$ cat src/hw/font5_pkg.sv
package font5_pkg;

	////////////////////////////////////////////////////////////////////////////
	// ADC clock groups
	////////////////////////////////////////////////////////////////////////////

	localparam int n_groups = 3;          // adc1, adc2, adc3 clock groups

	typedef logic [1:0] group_t;          // Group index, 0 to 2 only
	typedef logic [n_groups-1:0] group_mask_t; // One bit per group

	////////////////////////////////////////////////////////////////////////////
	// Delay line
	////////////////////////////////////////////////////////////////////////////

	localparam int tap_w   = 6;           // 64 taps in the clock delay element
	localparam int max_tap = 63;          // Last usable tap

	typedef logic [tap_w-1:0] tap_t;

	// Wait after every clear or step before the DDR samples are trusted
	localparam int settle_cycles = 16;    // clk357 cycles
	localparam int settle_w      = 5;     // Must hold settle_cycles

	typedef logic [settle_w-1:0] settle_t;

	// Final position sits this far past the data-ready edge
	localparam int offset_taps = 8;

	////////////////////////////////////////////////////////////////////////////
	// Calibration sequencer
	////////////////////////////////////////////////////////////////////////////

	typedef enum logic [3:0] {
		idle,                             // Waiting for a request
		clear,                            // Delay back to tap 0
		settle_ref,                       // Settle, then take tap-0 phase
		step,                             // One tap forward while searching
		settle_step,                      // Settle, then judge the phase
		trim,                             // Walk on towards the target tap
		settle_trim,                      // Settle after a trim step
		clear_fail,                       // No edge, park the delay at tap 0
		report                            // Result held until taken
	} cal_state_t;

endpackage

$ cat src/hw/settle_timer.sv
`timescale 1ns/1ps

module settle_timer (
	input  logic clk357,
	input  logic rst_n,
	input  logic timer_start,             // Load and run
	output logic timer_done               // One cycle at count zero
);
	import font5_pkg::*;

	settle_t cnt;                         // Cycles left to wait
	logic    run;                         // Count in progress

	always_ff @(posedge clk357 or negedge rst_n) begin
		if (!rst_n) begin
			cnt <= '0;
			run <= 1'b0;
		end else if (timer_start) begin
			cnt <= settle_t'(settle_cycles); // Restart wins over a running count
			run <= 1'b1;
		end else if (run) begin
			if (cnt == '0)
				run <= 1'b0;          // Done shown, stop
			else
				cnt <= cnt - settle_t'(1);
		end
	end

	// Single pulse since run drops on the next edge
	assign timer_done = run && (cnt == '0);

endmodule

$ cat src/hw/phase_monitor.sv
`timescale 1ns/1ps

module phase_monitor (
	input  logic                   clk357,
	input  logic                   rst_n,
	input  font5_pkg::group_mask_t q1,  // Rising-edge samples
	input  font5_pkg::group_mask_t q2,  // Falling-edge samples
	input  font5_pkg::group_t      group_sel,
	input  logic                   capture_ref,
	input  logic                   sample_en,
	output logic                   phase_flip
);
	import font5_pkg::*;

	logic q1_r;                           // Selected group, rising sample
	logic q2_r;                           // Selected group, falling sample
	logic ref_phase;                      // q1 seen at tap 0

	always_ff @(posedge clk357 or negedge rst_n) begin
		if (!rst_n) begin
			q1_r      <= 1'b0;
			q2_r      <= 1'b0;
			ref_phase <= 1'b0;
		end else begin
			q1_r <= q1[group_sel];     // Retimed off the DDR flops
			q2_r <= q2[group_sel];
			if (capture_ref)
				ref_phase <= q1_r;
		end
	end

	// Flip needs both half-cycle samples moved, so a sample caught
	// right on the data-ready transition is not taken as the edge
	assign phase_flip = sample_en && (q1_r != ref_phase) && (q2_r == ref_phase);

	// Reference and judgement come from different settle waits
	a_ref_vs_sample: assert property (@(posedge clk357) disable iff (!rst_n)
		!(capture_ref && sample_en));

endmodule

$ cat src/hw/delay_tap_ctrl.sv
`timescale 1ns/1ps

module delay_tap_ctrl (
	input  logic                   clk357,
	input  logic                   rst_n,
	input  font5_pkg::group_t      group_sel,
	input  logic                   clear_cmd,  // Delay back to tap 0
	input  logic                   step_cmd,   // One tap forward
	input  logic                   mark_edge,  // Current tap is the edge
	output font5_pkg::group_mask_t delay_rst,
	output font5_pkg::group_mask_t delay_ce,
	output font5_pkg::tap_t        cur_tap,
	output logic                   at_max,
	output logic                   at_target
);
	import font5_pkg::*;

	group_mask_t    sel_mask;             // One-hot of the selected group
	tap_t           tap_cnt;              // Mirror of the delay element
	tap_t           edge_tap;             // Tap where the phase flipped
	tap_t           target_tap;           // Edge plus offset, saturated
	logic [tap_w:0] edge_sum;             // One bit wider for the carry

	assign sel_mask = group_mask_t'(1) << group_sel;

	////////////////////////////////////////////////////////////////////////////
	// Strobes and tap count
	////////////////////////////////////////////////////////////////////////////

	always_ff @(posedge clk357 or negedge rst_n) begin
		if (!rst_n) begin
			delay_rst <= '0;
			delay_ce  <= '0;
			tap_cnt   <= '0;
			edge_tap  <= '0;
		end else begin
			delay_rst <= clear_cmd ? sel_mask : '0; // One-cycle pulse
			delay_ce  <= step_cmd ? sel_mask : '0;
			// Count moves on the same edge as the strobe
			if (clear_cmd)
				tap_cnt <= '0;
			else if (step_cmd)
				tap_cnt <= tap_cnt + tap_t'(1);
			if (mark_edge)
				edge_tap <= tap_cnt;
		end
	end

	////////////////////////////////////////////////////////////////////////////
	// Target and compares
	////////////////////////////////////////////////////////////////////////////

	assign edge_sum   = {1'b0, edge_tap} + (tap_w + 1)'(offset_taps);
	assign target_tap = (edge_sum > max_tap) ? tap_t'(max_tap) : edge_sum[tap_w-1:0];

	assign at_max    = (tap_cnt == tap_t'(max_tap));
	assign at_target = (tap_cnt == target_tap);  // Valid once an edge is marked
	assign cur_tap   = tap_cnt;

	// Delay element would wrap to tap 0 on a step from the last tap
	a_no_wrap: assert property (@(posedge clk357) disable iff (!rst_n)
		step_cmd |-> (tap_cnt != tap_t'(max_tap)));

endmodule

$ cat src/hw/cal_sequencer.sv
`timescale 1ns/1ps

module cal_sequencer (
	input  logic              clk357,
	input  logic              rst_n,
	input  logic              cal_valid,
	input  font5_pkg::group_t cal_group,
	input  logic              res_ready,
	input  logic              timer_done,   // End of settle wait
	input  logic              phase_flip,   // Data-ready phase moved off tap 0
	input  logic              at_max,       // Delay on its last tap
	input  logic              at_target,    // Delay on edge plus offset
	output logic              cal_ready,
	output logic              res_valid,
	output logic              res_no_edge,
	output font5_pkg::group_t group_sel,
	output logic              timer_start,
	output logic              capture_ref,
	output logic              sample_en,
	output logic              clear_cmd,
	output logic              step_cmd,
	output logic              mark_edge
);
	import font5_pkg::*;

	cal_state_t state;
	cal_state_t state_nxt;
	group_t     group_q;                  // Latched request group
	logic       no_edge_q;                // Search ran off the end
	logic       accept;                   // Request handshake

	assign accept      = cal_valid && cal_ready;
	assign cal_ready   = (state == idle);
	assign res_valid   = (state == report);
	assign res_no_edge = no_edge_q;
	assign group_sel   = group_q;

	////////////////////////////////////////////////////////////////////////////
	// State and result registers
	////////////////////////////////////////////////////////////////////////////

	always_ff @(posedge clk357 or negedge rst_n) begin
		if (!rst_n) begin
			state     <= idle;
			group_q   <= '0;
			no_edge_q <= 1'b0;
		end else begin
			state <= state_nxt;
			if (accept) begin
				group_q   <= cal_group;
				no_edge_q <= 1'b0;     // Fresh result per request
			end
			if (state == clear_fail)
				no_edge_q <= 1'b1;
		end
	end

	////////////////////////////////////////////////////////////////////////////
	// Next state and command decode
	////////////////////////////////////////////////////////////////////////////

	always_comb begin
		state_nxt   = state;
		timer_start = 1'b0;
		capture_ref = 1'b0;
		sample_en   = 1'b0;
		clear_cmd   = 1'b0;
		step_cmd    = 1'b0;
		mark_edge   = 1'b0;
		case (state)
			idle: begin
				if (cal_valid)
					state_nxt = clear;
			end
			clear: begin
				clear_cmd   = 1'b1;       // Delay to tap 0
				timer_start = 1'b1;
				state_nxt   = settle_ref;
			end
			settle_ref: begin
				if (timer_done) begin
					capture_ref = 1'b1;   // Tap-0 phase is the reference
					state_nxt   = step;
				end
			end
			step: begin
				step_cmd    = 1'b1;
				timer_start = 1'b1;
				state_nxt   = settle_step;
			end
			settle_step: begin
				if (timer_done) begin
					sample_en = 1'b1;
					if (phase_flip) begin
						mark_edge = 1'b1; // This tap is the edge
						state_nxt = trim;
					end else if (at_max) begin
						state_nxt = clear_fail;
					end else begin
						state_nxt = step;
					end
				end
			end
			trim: begin
				// Target already saturated, so no step past the last tap
				if (at_target) begin
					state_nxt = report;
				end else begin
					step_cmd    = 1'b1;
					timer_start = 1'b1;
					state_nxt   = settle_trim;
				end
			end
			settle_trim: begin
				if (timer_done)
					state_nxt = trim;
			end
			clear_fail: begin
				clear_cmd = 1'b1;         // Park at tap 0, reported as 0
				state_nxt = report;
			end
			report: begin
				if (res_ready)
					state_nxt = idle;     // Held here under back-pressure
			end
			default: state_nxt = idle;
		endcase
	end

	// Only groups 0 to 2 exist behind the delay strobes
	a_group_legal: assert property (@(posedge clk357) disable iff (!rst_n)
		accept |-> (cal_group < n_groups));

	// Result stays up and unchanged until it is taken
	a_res_hold: assert property (@(posedge clk357) disable iff (!rst_n)
		(res_valid && !res_ready) |=> (res_valid && $stable(res_no_edge)));

endmodule

$ cat src/hw/font5_delay_cal_top.sv
`timescale 1ns/1ps

module font5_delay_cal_top (
	input  logic                   clk357,
	input  logic                   rst_n,
	// Calibration request
	input  logic                   cal_valid,
	input  font5_pkg::group_t      cal_group,
	output logic                   cal_ready,
	// Calibration result
	output logic                   res_valid,
	output font5_pkg::tap_t        res_tap,
	output logic                   res_no_edge,
	input  logic                   res_ready,
	// Strobes to the group clock delays
	output font5_pkg::group_mask_t delay_rst,
	output font5_pkg::group_mask_t delay_ce,
	// DDR samples of each group's data-ready line
	input  font5_pkg::group_mask_t q1,
	input  font5_pkg::group_mask_t q2
);
	import font5_pkg::*;

	group_t group_sel;                    // Group under calibration
	tap_t   cur_tap;                      // Tap the selected delay sits at
	logic   timer_start;
	logic   timer_done;
	logic   capture_ref;
	logic   sample_en;
	logic   phase_flip;
	logic   clear_cmd;
	logic   step_cmd;
	logic   mark_edge;
	logic   at_max;
	logic   at_target;

	// Tap count stays put in report, so the result holds by itself
	assign res_tap = cur_tap;

	cal_sequencer cal_sequencer_inst (
		.clk357      (clk357),
		.rst_n       (rst_n),
		.cal_valid   (cal_valid),
		.cal_group   (cal_group),
		.res_ready   (res_ready),
		.timer_done  (timer_done),
		.phase_flip  (phase_flip),
		.at_max      (at_max),
		.at_target   (at_target),
		.cal_ready   (cal_ready),
		.res_valid   (res_valid),
		.res_no_edge (res_no_edge),
		.group_sel   (group_sel),
		.timer_start (timer_start),
		.capture_ref (capture_ref),
		.sample_en   (sample_en),
		.clear_cmd   (clear_cmd),
		.step_cmd    (step_cmd),
		.mark_edge   (mark_edge)
	);

	settle_timer settle_timer_inst (
		.clk357      (clk357),
		.rst_n       (rst_n),
		.timer_start (timer_start),
		.timer_done  (timer_done)
	);

	phase_monitor phase_monitor_inst (
		.clk357      (clk357),
		.rst_n       (rst_n),
		.q1          (q1),
		.q2          (q2),
		.group_sel   (group_sel),
		.capture_ref (capture_ref),
		.sample_en   (sample_en),
		.phase_flip  (phase_flip)
	);

	delay_tap_ctrl delay_tap_ctrl_inst (
		.clk357    (clk357),
		.rst_n     (rst_n),
		.group_sel (group_sel),
		.clear_cmd (clear_cmd),
		.step_cmd  (step_cmd),
		.mark_edge (mark_edge),
		.delay_rst (delay_rst),
		.delay_ce  (delay_ce),
		.cur_tap   (cur_tap),
		.at_max    (at_max),
		.at_target (at_target)
	);

endmodule

$ cat config.mk
export PLATFORM = sky130hd
export DESIGN_NAME = font5_delay_cal_top
export DESIGN_NICKNAME = d
export VERILOG_FILES = /design/src/hw/font5_pkg.sv /design/src/hw/settle_timer.sv /design/src/hw/phase_monitor.sv /design/src/hw/delay_tap_ctrl.sv /design/src/hw/cal_sequencer.sv /design/src/hw/font5_delay_cal_top.sv
export SDC_FILE = /design/constraint.sdc
export NUM_CORES = 1
export LEC_CHECK = 0
export BUFFER_PORTS_ARGS = -buffer_cell sky130_fd_sc_hd__buf_2
export CORE_ASPECT_RATIO = 0.7
export CORE_MARGIN = 2
export CORE_UTILIZATION = 45
export DETAILED_ROUTE_END_ITERATION = 8
export HOLD_SLACK_MARGIN = 0.15
export PLACE_DENSITY = 0.76
export REMOVE_ABC_BUFFERS = 1
export SETUP_SLACK_MARGIN = 0.5
export SYNTH_ARGS = -nofsm -noshare
export SYNTH_HDL_FRONTEND = slang
export SYNTH_SLANG_ARGS = --single-unit
$ cat constraint.sdc
create_clock -name clk357 -period 2.7 [get_ports clk357]
set_input_delay 0.405 -clock clk357 [delete_from_list [all_inputs] [get_ports clk357]]
set_output_delay 0.405 -clock clk357 [all_outputs]
set_load 0.1 [all_outputs]
# Word-level counts from Yosys, hierarchy flattened
# Index checks and enable logic that the tools add are counted.
dict set report word_totals {
  regBits 34
  inputBits 12
  output_inout_bits 15
  wordCells 85
}
dict set report classes {
  add_sub_neg 3
  magnitude_cmp 2
  n_eq_ne 18
  shifts 1
  mux 36
  reduce_logical 13
}
# operator n
set op_table {}
lappend op_table {{4-bit one-hot mux with 9 select lines} 1}
lappend op_table {{4-bit 2-to-1 mux} 7}
lappend op_table {{6-bit 2-to-1 mux} 3}
lappend op_table {{4-bit by 3-bit == test with 1-bit output (second input constant)} 4}
lappend op_table {{1-bit 2-to-1 mux} 15}
lappend op_table {{5-bit 2-to-1 mux} 3}
lappend op_table {{3-bit 2-to-1 mux} 3}
lappend op_table {{4-bit by 2-bit == test with 1-bit output (second input constant)} 2}
lappend op_table {{2-bit by 1-bit inequality test with 1-bit output (second input constant)} 4}
lappend op_table {{6-bit by 4-bit adder with 7-bit output (second input constant)} 1}
lappend op_table {{7-bit by 6-bit greater-than comparator with 1-bit output (second input constant)} 1}
lappend op_table {{6-bit by 1-bit adder with 6-bit output (second input constant)} 1}
lappend op_table {{6-bit == test} 1}
lappend op_table {{6-bit == test (second input constant)} 1}
lappend op_table {{2-bit nonzero test} 3}
lappend op_table {{5-bit logical NOT} 1}
lappend op_table {{5-bit AND reduction} 1}
lappend op_table {{5-bit by 1-bit subtractor with 5-bit output (second input constant)} 1}
lappend op_table {{1-bit binary-select mux with 2-bit select} 2}
lappend op_table {{4-bit by 1-bit == test with 1-bit output (second input constant)} 1}
lappend op_table {{4-bit == test (second input constant)} 1}
lappend op_table {{1-bit logical AND} 4}
lappend op_table {{4-bit logical NOT} 1}
lappend op_table {{2-bit inequality test (second input constant)} 2}
lappend op_table {{7 further kinds} 9}

# Depth between registers and ports, before layout
# Gate-level depths: netlist of the first run.
dict set report logic_depth {
  depth_word 9
  depth_mapped 9
}

# By module
# From an unflattened synthesis of the first run, not the netlist that was laid out.
dict set report hier_totals {
  hier_cells 178
  hier_area_um2 1835.5
}
# module n_inst cells_each area_per_inst_um2
set modules_own_cells {}
lappend modules_own_cells {delay_tap_ctrl 1 81 907.1}
lappend modules_own_cells {cal_sequencer 1 53 462.9}
lappend modules_own_cells {settle_timer 1 31 312.8}
lappend modules_own_cells {phase_monitor 1 13 152.6}

# Least setup slack after synthesis of the first run
# OpenSTA, ideal clock, no wires.
dict set report synth_timing {
  path_kind {flip-flop to flip-flop}
  startpoint {reg cal_sequencer_inst.state[0]}
  endpoint {reg cal_sequencer_inst.group_q[0] (netlist: cal_sequencer_inst.group_sel[0])}
  arrival_ps 3501
  slack_ps -926
  path_stages_with_launch 6
  path_buffers 1
  synth_period_minus_slack_ps 3626
  cell_sequence {dfrtp_1 -> or2_1 -> clkbuf_1 -> nor3_1 -> nand2_1 -> mux2_2}
}
dict set report synth_via {
  elab_chain_cells 2
}
# element line
set synth_rtl {}
lappend synth_rtl {{start: declaration} cal_sequencer.sv:26} ;# cal_state_t state;
lappend synth_rtl {{start signal: assignment} cal_sequencer.sv:44} ;# state <= idle;
lappend synth_rtl {{start signal: assignment} cal_sequencer.sv:48} ;# state <= state_nxt;
lappend synth_rtl {{4-bit logical NOT} cal_sequencer.sv:33} ;# assign cal_ready = (state == idle);
lappend synth_rtl {{named net cal_ready} font5_delay_cal_top.sv:9} ;# output logic cal_ready,
lappend synth_rtl {{1-bit logical AND} cal_sequencer.sv:32} ;# assign accept = cal_valid && cal_ready;
lappend synth_rtl {{end signal: assignment} cal_sequencer.sv:50} ;# group_q <= cal_group;
lappend synth_rtl {{end: declaration} cal_sequencer.sv:28} ;# group_t group_q;
# The timed path passes the listed nets, and every way through them passes these cells.
# A chain may end at the register's enable or synchronous reset.

# Worst setup path after layout of the first run
dict set report layout_timing {
  startpoint {reg delay_tap_ctrl_inst.edge_tap[3]}
  endpoint {reg delay_tap_ctrl_inst.tap_cnt[0] (netlist: delay_tap_ctrl_inst.cur_tap[0])}
}
dict set report layout_via {
  elab_chain_cells 7
}
# element line
set layout_rtl {}
lappend layout_rtl {{start: declaration} delay_tap_ctrl.sv:20} ;# tap_t edge_tap;
lappend layout_rtl {{start signal: assignment} delay_tap_ctrl.sv:45} ;# edge_tap <= tap_cnt;
lappend layout_rtl {{6-bit by 4-bit adder with 7-bit output *} delay_tap_ctrl.sv:53} ;# assign edge_sum = {1'b0, edge_tap} + (tap_w + 1)'(offset_taps);
lappend layout_rtl {{7-bit by 6-bit greater-than comparator with 1-bit output} delay_tap_ctrl.sv:54} ;# assign target_tap = (edge_sum > max_tap) ? tap_t'(max_tap) : edge_sum[tap_w-1:0];
lappend layout_rtl {{6-bit 2-to-1 mux *} delay_tap_ctrl.sv:54}
lappend layout_rtl {{6-bit == test *} delay_tap_ctrl.sv:57} ;# assign at_target = (tap_cnt == target_tap);
lappend layout_rtl {{1-bit 2-to-1 mux *} cal_sequencer.sv:106} ;# if (at_target) begin
lappend layout_rtl {{1-bit one-hot mux with 2 select lines *} cal_sequencer.sv:70} ;# case (state)
lappend layout_rtl {{2-bit nonzero test (no line) *} --}
lappend layout_rtl {{end signal: assignment} delay_tap_ctrl.sv:43} ;# tap_cnt <= tap_cnt + tap_t'(1);
lappend layout_rtl {{end: declaration} delay_tap_ctrl.sv:19} ;# tap_t tap_cnt;
# Every way passes the cells marked *; elsewhere a longest branch is shown, timed or not.

==> results.json, run 1 <==
{
  "cts.sinks": 34,
  "vias": 1609,
  "synth_common_cells": "dfrtp_1 (34), nor2_1 (18), o21ai_0 (16)",
  "cts_hold_buf": 0,
  "status": "complete, no violations",
  "synth_top_area_share_pct": 43.8,
  "synth_warnings": 0,
  "drive_above_1_share_pct": 31.4,
  "ir_worst_vdd_mv": 0.373,
  "utilization_pct": 58.7,
  "cts_tree": "built",
  "post-route-period-util_pct": 83.3,
  "crit_family": "compound AO/OA/AOI/OAI gates",
  "maxCapViolCount": 0,
  "r2r_cells": 8,
  "cp_slowest_cell": "dfrtp_2",
  "p_per_area_nw_per_um2": 393,
  "core_sq_um": 4020,
  "drc": 0,
  "tns_ns": 0,
  "setup_violations": 0,
  "cts_made_buffers": 5,
  "ys_types": 45,
  "grt_pass1_vias": 1500,
  "num_antenna_cells": 0,
  "hold_class": "input port to async pin",
  "root_buffer": "clkbuf_8",
  "rows": 19,
  "synth_most_common_cell": "dfrtp_1",
  "cts.clk_slew.worst_paths_ns": 0.07,
  "crit_buf_inv": 0,
  "endpoint_kind": "flop",
  "viasPerCell": 5.59,
  "synth_cells": 202,
  "finalCriticalPeriod_ns": 2.25,
  "portBuffers": 26,
  "ant_nets": 0,
  "drt_wl_total_um": 4250,
  "synth-seq-cells": 34,
  "fillers": 349,
  "grt_pass1_wl_um": 7130,
  "grt_overflow_total": 0,
  "leakage_uw": 0.00110,
  "layout.cells.non_filler": 288,
  "clock_skew_ns": 0.00578,
  "slew_violations": 0,
  "synth.avg_cell_area_sq_um": 9.61,
  "htreeDepth": 2,
  "dr.pass1.iters": 5,
  "wl_per_cell_um": 14.8,
  "nets": 252,
  "cp.arrival_ns": 2.43,
  "grt_antenna_before_repair": 0,
  "fin_area_sq_um": 2360,
  "postPlaceCellArea_sq_um": 2110,
  "die_area_sq_um": 4860,
  "cp.required_ns": 2.88,
  "clock_tree.buffer_depth": 2,
  "drt_iter0_markers": 109,
  "ys.flop_type": "dfrtp_1",
  "grt_usage_pct": 19.6,
  "synth.largest_area_cell": "dfrtp_1",
  "dieWidth_um": 82.5,
  "start_util_pct": 48.3,
  "die_y_um": 58.9,
  "achievable-frequency_mhz": 445,
  "slew-limit-headroom_pct": 50.2,
  "grt_max_degree": 35,
  "area_growth_syn_to_layout_pct": 21.5,
  "synth.yosys.seq_area_share_pct": 43.8,
  "critPathLaunchType": "flop",
  "crit_chain": "ha_4 > xnor3_1 > nand3_1 > a211o_1 > a22o_4 > o21ai_4 > a21oi_2 > mux2_2",
  "rsz0062_at_grt": "yes",
  "tightest_slew_ns": 0.747,
  "clk_latency_ns": 0.29,
  "gp_congestion": 0.883,
  "hpwl_um": 2880,
  "worst-path-stages": 8,
  "syn-cell-area_sq_um": 1940,
  "io_pins": 27,
  "dp_cells": 273,
  "cp_max_fo": 8,
  "async_reset_ff_share_pct": 100,
  "path_class": "flop to flop",
  "synth_area_leaders": "dfrtp_1 (44%), mux2_2 (5.2%), o21ai_0 (4.1%), nor2_1 (3.5%), ha_1 (3.2%)",
  "max_stage_delay_ns": 0.45,
  "finalHoldViolations": 0,
  "synth-edff-count": 0
}
[layout by cell type (no fill, tap or decap), types with 2 or more instances in the layout]
cell,n
nor3_1,6
nand3_1,6
a22o_1,2
inv_1,10
nor3b_1,2
nand4_1,2
xnor2_1,4
dfrtp_1,31
clkbuf_8,6
mux2i_1,2
ha_1,4
o21ai_0,15
buf_2,25
nor2b_1,3
xor2_1,2
a21oi_2,2
inv_2,2
a21oi_1,10
nand2_1,11
nand2b_1,6
nor2_1,17
buf_4,6
o21ai_1,3
nor4_1,5
mux2_2,8
dfrtp_2,3
and3_1,5
a211o_1,4
[layout make-up]
type                            instances  area, sq um  share of cell area [%]
Multi-Input combinational cell        148         1090                    46.2
Sequential cell                        34          855                    36.3
Timing Repair Buffer                   34          209                    8.86
Clock buffer                            6         82.6                    3.50
Tap cell                               52         65.1                    2.76
Inverter                               12         45.0                    1.91
Clock inverter                          2         12.5                   0.531
[kinds of logic after synthesis]
logic type               count (synthesis)  share of synthesized area [%]
flip-flops                              34                           43.8
multiplexers                            11                           6.25
adder cells (fa/ha/maj)                  5                           3.22
AO/OA/AOI/OAI                           50                           17.2
buffers and inverters                   20                           3.87
AND/OR/NAND/NOR                         74                           21.3
XOR/XNOR                                 8                           4.32
[worst paths after layout]
check | startpoint | end | slack [ns]
setup reg to reg | delay_tap_ctrl_inst.edge_tap[3] | delay_tap_ctrl_inst.cur_tap[0] | 0.45
hold reg to reg | cal_sequencer_inst.res_no_edge | cal_sequencer_inst.res_no_edge | 0.55
setup / recovery | delay_tap_ctrl_inst.edge_tap[3] | delay_tap_ctrl_inst.cur_tap[0] | 0.45
hold / removal | rst_n | cal_sequencer_inst.group_sel[1] | 0.18
max in group asynchronous | rst_n | delay_tap_ctrl_inst.edge_tap[5] | 2.00
min in group clk357 | q2[1] | phase_monitor_inst.q2_r | 0.32
[through the flow]
| stage | total power, uW | worst slack, ns | hold WS [ns] |
|---|---|---|---|
| global route | 958 | 0.377 | 0.236 |
| floorplan | 525 | -0.857 | 0.109 |
| global placement | 543 | 0.373 | 0.505 |
| finish | 925 | 0.452 | 0.177 |
| detailed placement | 544 | 0.280 | 0.517 |
| CTS | 933 | 0.475 | 0.202 |
[metal layers]
layer / global-route usage, % / part of all wire [%] / vias to the layer above
met4: 8.90 / 1.7 / 0
met2: 27.6 / 44 / 41
met5: 0 / 0 / -
met3: 4.75 / 4.9 / 7
li1: - / - / 795
met1: 28.7 / 50 / 766
[timing repair]
action	4_1_cts	5_1_grt
pin swaps	7	8
gates resized for setup	8	16
setup buffers	3	4
setup endpoints to repair	16	19
[flip-flops by register name, indices dropped and copies added, names as in the netlist]
name and count:
cal_sequencer_inst.res_no_edge 1, phase_monitor_inst.ref_phase 1, phase_monitor_inst.q2_r 1, settle_timer_inst.run 1, cal_sequencer_inst.state 4, delay_tap_ctrl_inst.delay_rst 3, cal_sequencer_inst.group_sel 2, delay_tap_ctrl_inst.cur_tap 6
delay_tap_ctrl_inst.delay_ce 3, settle_timer_inst.cnt 5, phase_monitor_inst.q1_r 1, delay_tap_ctrl_inst.edge_tap 6
[report_power, final]
part | leakage (uW) | switching (uW) | total, uW | internal, uW
sequential | 0.000460 | 0.880 | 512 | 511
clock | 0.0000472 | 188 | 392 | 205
combinational | 0.000596 | 13.7 | 21.3 | 7.57
total | 0.00110 | 202 | 925 | 723
No activity file was read; power rests on OpenSTA's default activity.
==> inputs of run 2 (changes only) <==
Settings changed: PLACE_DENSITY 0.76 to 0.79.
Clock period 2.7 ns to 1.96 ns, I/O delays scaled along.
==> run 2 against run 1 <==
- the flow now finishes with violations (setup timing)
- largest cell class unchanged
- maximum frequency fell by 4.7%
- clock power grew 43%
- combinational power increased by 54%
- critical path depth increased by 3
- via count rose by 27%
- non-clock buffer count increased by 51
- highest routed layer unchanged
- global-route usage grew 6.3 points
- flip-flop and latch count stayed put
- first-iteration DRC count rose to 2.8 times the previous value
- critical path type unchanged
- routed wire length up 59%
- cell area is 29% higher
==> results.json, run 2 (synthesis results as in run 1) <==
{
  "rsz0062_at_grt": "yes",
  "dieWidth_um": 82.5,
  "final_cell_mix": "buf_4 (44), dfrtp_1 (32), buf_6 (20), buf_2 (18), nor2_1 (15)",
  "max_stage_delay_ns": 0.40,
  "wl_per_cell_um": 19.9,
  "maxCapViolCount": 0,
  "area_growth_syn_to_layout_pct": 56.1,
  "clock_skew_ns": 0.00669,
  "postPlaceCellArea_sq_um": 2410,
  "status": "finished with violations",
  "tightest_slew_ns": 0.755,
  "die_area_sq_um": 4860,
  "setup_slack_ns": -0.398,
  "rrSetupSlack_ns": -0.40,
  "cts.sinks": 34,
  "root_buffer": "clkbuf_8",
  "cp.arrival_ns": 2.55,
  "die_y_um": 58.9,
  "hold_class": "input port to flop",
  "cp_slowest_cell": "dfrtp_1",
  "p_per_area_nw_per_um2": 429,
  "ant_nets": 0,
  "achievable-frequency_mhz": 424,
  "start_util_pct": 48.3,
  "slew_violations": 0,
  "dp_cells": 311,
  "drive_above_1_share_pct": 50.2,
  "clk_latency_ns": 0.30,
  "final_common_cell": "buf_4",
  "viasPerCell": 6.02,
  "dr.pass1.iters": 4,
  "p_total_uw": 1300,
  "grt_usage_pct": 26.0,
  "leakage_uw": 0.00144,
  "drt_iter0_markers": 307,
  "grt_overflow_total": 0,
  "nets": 303,
  "num_antenna_cells": 0,
  "core_sq_um": 4020,
  "path_class": "flop to flop",
  "rows": 19,
  "cts.clk_slew.worst_paths_ns": 0.07,
  "crit_chain": "buf_6 > inv_4 > ha_4 > nand4_1 > nor2_4 > mux2_4 > nand2_4 > o21ai_4 > buf_6 > buf_6 > a311oi_2",
  "slew-limit-headroom_pct": 49.7,
  "endpoint_kind": "flop",
  "hpwl_um": 3390,
  "post-route-period-util_pct": 120,
  "violations": "setup timing",
  "fin_area_sq_um": 3030,
  "grt_antenna_before_repair": 0,
  "critPathLaunchType": "flop",
  "portBuffers": 26,
  "layout.cells.non_filler": 339,
  "cts_tree": "built",
  "finalHoldViolations": 0,
  "drc": 0,
  "grt_pass1_vias": 1909,
  "grt_max_degree": 35,
  "vias": 2042,
  "ir_worst_vdd_mv": 0.565,
  "drt_wl_total_um": 6760,
  "grt_pass1_wl_um": 9160,
  "finalCriticalPeriod_ns": 2.36,
  "htreeDepth": 2,
  "gp_congestion": 0.850,
  "cp.required_ns": 2.15,
  "cp_max_fo": 5,
  "io_pins": 27,
  "cp_common_cell": "buf_6",
  "clock_tree.buffer_depth": 2,
  "cts_made_buffers": 5,
  "setup_violations": 18
}
==> run 2: cell types whose count changed in the layout (fill, tap and decap cells not counted), sizes merged <==
cell         previous run  this run
dlygate4sd3             0         1
buf                    33        84
clkbuf                  7         6
==> run 2: layout make-up <==
| type | instances | area, sq um |
|---|---|---|
| multi-input cells | 148 | 1270 |
| fillers | 220 | 988 |
| flip-flops and latches | 34 | 853 |
| repair buffers | 85 | 696 |
| clock buffers | 6 | 82.6 |
| well taps | 52 | 65.1 |
| inverters | 12 | 50.0 |
| clock inverters | 2 | 12.5 |
==> run 2: timing repair <==
action | in CTS | in global routing
setup endpoints to repair | 35 | 37
hold buffers | 1 | 0
pin swaps | 14 | 13
resized for setup | 67 | 32
buffers inserted | 8 | 11
endpoints found under the hold margin | 34 | 0
==> run 2: power breakdown <==
group	switching [uW]	internal [uW]	leakage, uW
Clock	279	282	0.0000472
Sequential	1.42	703	0.000462
Combinational	20.7	12.0	0.000926
==> run 2: metrics by stage <==
| stage | hold slack (ns) | TNS, ns | setup WS [ns] | util (%) |
|---|---|---|---|---|
| global placement | 0.399 | -3.33 | -0.276 | 60.1 |
| floorplan | -0.00159 | -14.69 | -1.60 | - |
| global route | 0.241 | -6.50 | -0.461 | 75.4 |
| finish | 0.223 | -5.30 | -0.398 | 75.4 |
| CTS | 0.210 | -2.79 | -0.234 | 70.0 |
| detailed placement | 0.407 | -4.32 | -0.361 | 60.1 |
==> run 2: worst paths after layout <==
kind / startpoint / to / depth (start not counted)
hold reg to reg: cal_sequencer_inst.res_no_edge / cal_sequencer_inst.res_no_edge / 2
min in group asynchronous: rst_n / delay_tap_ctrl_inst.cur_tap[5] / 2
hold / removal: q2[1] / phase_monitor_inst.q2_r / 3
setup / recovery: delay_tap_ctrl_inst.edge_tap[3] / cal_sequencer_inst.state[2] / 11
max in group asynchronous: rst_n / delay_tap_ctrl_inst.cur_tap[0] / 2
setup reg to reg: delay_tap_ctrl_inst.edge_tap[3] / cal_sequencer_inst.state[2] / 11
==> run 2: critical path, delay by kind of cell, from the launching register on <==
kind | cells | cell delay (ns)
AND/OR/NAND/NOR | 3 | 0.53
buffers and inverters | 4 | 0.46
flip-flops | 1 | 0.40
AO/OA/AOI/OAI | 2 | 0.40
multiplexers | 1 | 0.34
adder cells (fa/ha/maj) | 1 | 0.12
==> run 2: routing by layer <==
layer,GRT usage [%],wire length [um]
met1,33.1,2690
met2,41.1,3160
met3,6.13,634
met4,14.1,272
met5,0,0
==> inputs of run 3 (changes only) <==
Settings changed: ABC_AREA set to 0, CTS_BUF_LIST set to sky130_fd_sc_hd__clkbuf_16.
==> run 3 against run 2 <==
- the run still ends with setup timing left
- routed wire length increased by 8.5%
- power up 17%
- register-to-register slack got worse by 0.04 ns
- critical endpoint is now delay_tap_ctrl_inst.cur_tap[3]
- largest cell class unchanged
==> results.json, run 3 (synthesis results as in run 1) <==
{
  "status": "finished with violations",
  "violations": "setup timing",
  "startpoint": "delay_tap_ctrl_inst.edge_tap[3]",
  "cts_made_buffers": 5,
  "finalHoldViolations": 0,
  "die_area_sq_um": 4860,
  "layout.cells.non_filler": 336,
  "path_class": "flop to flop",
  "dieWidth_um": 82.5,
  "final_cell_mix": "buf_4 (40), dfrtp_1 (32), buf_6 (21), buf_2 (18), nor2_1 (14)",
  "start_util_pct": 48.3,
  "cp.arrival_ns": 2.57,
  "r2r_cells": 11,
  "clock_tree.buffer_depth": 2,
  "io_pins": 27,
  "cp_slowest_cell": "dfrtp_2",
  "clock_skew_ns": 0.0100,
  "utilization_pct": 77.0,
  "area_growth_syn_to_layout_pct": 59.4,
  "hold_class": "input port to flop",
  "slew-limit-headroom_pct": 50.2,
  "portBuffers": 26,
  "dr.pass1.iters": 5,
  "rrSetupSlack_ns": -0.44,
  "fillers": 210,
  "cp_max_fo": 5,
  "ant_nets": 0,
  "crit_chain": "buf_6 > inv_4 > ha_4 > nand4_1 > nor2_4 > mux2_4 > nand2_4 > buf_4 > o21ai_0 > a21oi_1 > o21ai_1",
  "maxCapViolCount": 0,
  "cts.sinks": 34,
  "rows": 19,
  "tightest_slew_ns": 0.747,
  "drive_above_1_share_pct": 49.6,
  "num_antenna_cells": 0,
  "tns_ns": -6.38,
  "ir_worst_vdd_mv": 0.653,
  "drc": 0,
  "grt_overflow_total": 0,
  "vias": 2149,
  "worstSetupEndpoint": "delay_tap_ctrl_inst.cur_tap[3]",
  "gp_congestion": 0.850,
  "rsz0062_at_grt": "yes",
  "post-route-period-util_pct": 122,
  "dp_slack_ns": -0.361,
  "cts.clk_slew.worst_paths_ns": 0.06,
  "r2r-end": "delay_tap_ctrl_inst.cur_tap[3]",
  "max_stage_delay_ns": 0.45,
  "endpoint_kind": "flop",
  "cp.required_ns": 2.14,
  "grt_pass1_wl_um": 10100,
  "rr_startpoint": "delay_tap_ctrl_inst.edge_tap[3]",
  "finalCriticalPeriod_ns": 2.40,
  "dp_cells": 311,
  "die_y_um": 58.9,
  "grt_max_degree": 35,
  "final_common_cell": "buf_4",
  "hpwl_um": 3390,
  "setup_slack_ns": -0.437,
  "fin_area_sq_um": 3090,
  "nets": 300,
  "grt_antenna_before_repair": 0,
  "drt_wl_total_um": 7330,
  "postPlaceCellArea_sq_um": 2410,
  "grt_usage_pct": 28.9,
  "achievable-frequency_mhz": 417,
  "slew_violations": 0,
  "grt_pass1_vias": 2005,
  "core_sq_um": 4020,
  "critPathLaunchType": "flop",
  "clk_latency_ns": 0.29,
  "htreeDepth": 2,
  "wl_per_cell_um": 21.8,
  "p_per_area_nw_per_um2": 489,
  "viasPerCell": 6.40,
  "setup_violations": 18,
  "drt_iter0_markers": 260,
  "leakage_uw": 0.00143,
  "root_buffer": "clkbuf_16",
  "cts_tree": "built"
}
run 3: changes by cell type in the layout (fill, tap and decap cells not counted), sizes merged:
cell	before	now
buf	84	81
clkbuf	6	5
clkinv	1	2
run 3: what timing repair did:
item | 4_1_cts | 5_1_grt
hold buffers | 1 | 0
pin swaps | 17 | 14
endpoints found under the hold margin | 34 | 0
setup buffers | 9 | 7
gates resized for setup | 71 | 35
setup endpoints to repair | 35 | 36
run 3: worst min path at each step:
stage                                      end  cells past startpoint          from  slack, ns
2_1_floorplan  cal_sequencer_inst.group_sel[0]                      0         rst_n     -0.002
3_3_place_gp    delay_tap_ctrl_inst.cur_tap[5]                      1         rst_n       0.40
3_5_place_dp    delay_tap_ctrl_inst.cur_tap[5]                      1         rst_n       0.41
4_1_cts                phase_monitor_inst.q2_r                      3         q2[1]       0.23
5_1_grt        cal_sequencer_inst.group_sel[0]                      2  cal_group[0]       0.26
6_report               phase_monitor_inst.q2_r                      3         q2[1]       0.23
run 3: critical path, delay by kind of cell (launching register included):
| family | cells | cell delay, ns |
|---|---|---|
| and+or+nand+nor | 3 | 0.54 |
| muxes | 1 | 0.33 |
| AOI/OAI and AO/OA | 3 | 0.44 |
| DFF | 1 | 0.45 |
| buffers and inverters | 3 | 0.39 |
| adders and majority gates | 1 | 0.12 |
run 3: final cells by class:
type,count,area (sq um),share of cell area [%]
clock buffer,5,125,4.04
timing repair buffer,82,677,21.9
multi-input combinational,148,1310,42.3
clock inverter,3,16.3,0.526
inverter,12,50.0,1.62
tap,52,65.1,2.10
sequential,34,853,27.6
run 3: per-stage QoR:
step | hold slack [ns] | power (uW)
floorplan | -0.00159 | 723
global placement | 0.399 | 748
detailed placement | 0.407 | 749
CTS | 0.227 | 1500
global route | 0.255 | 1550
finish | 0.226 | 1510
run 3: layer usage:
layer  GRT usage (%)  routed length (um)  up-vias
met5               0                   0        -
met4            17.3                 407        0
met3            8.13                 715       52
met2            43.7                3350      179
met1            37.1                2860     1028
li1                -                   -      890
run 3: where the power goes:
part           switching [uW]  internal [uW]  leakage [uW]
combinational            22.1           12.0      0.000901
sequential               1.56            705      0.000462
clock                     310            464     0.0000672
total                     334           1180       0.00143
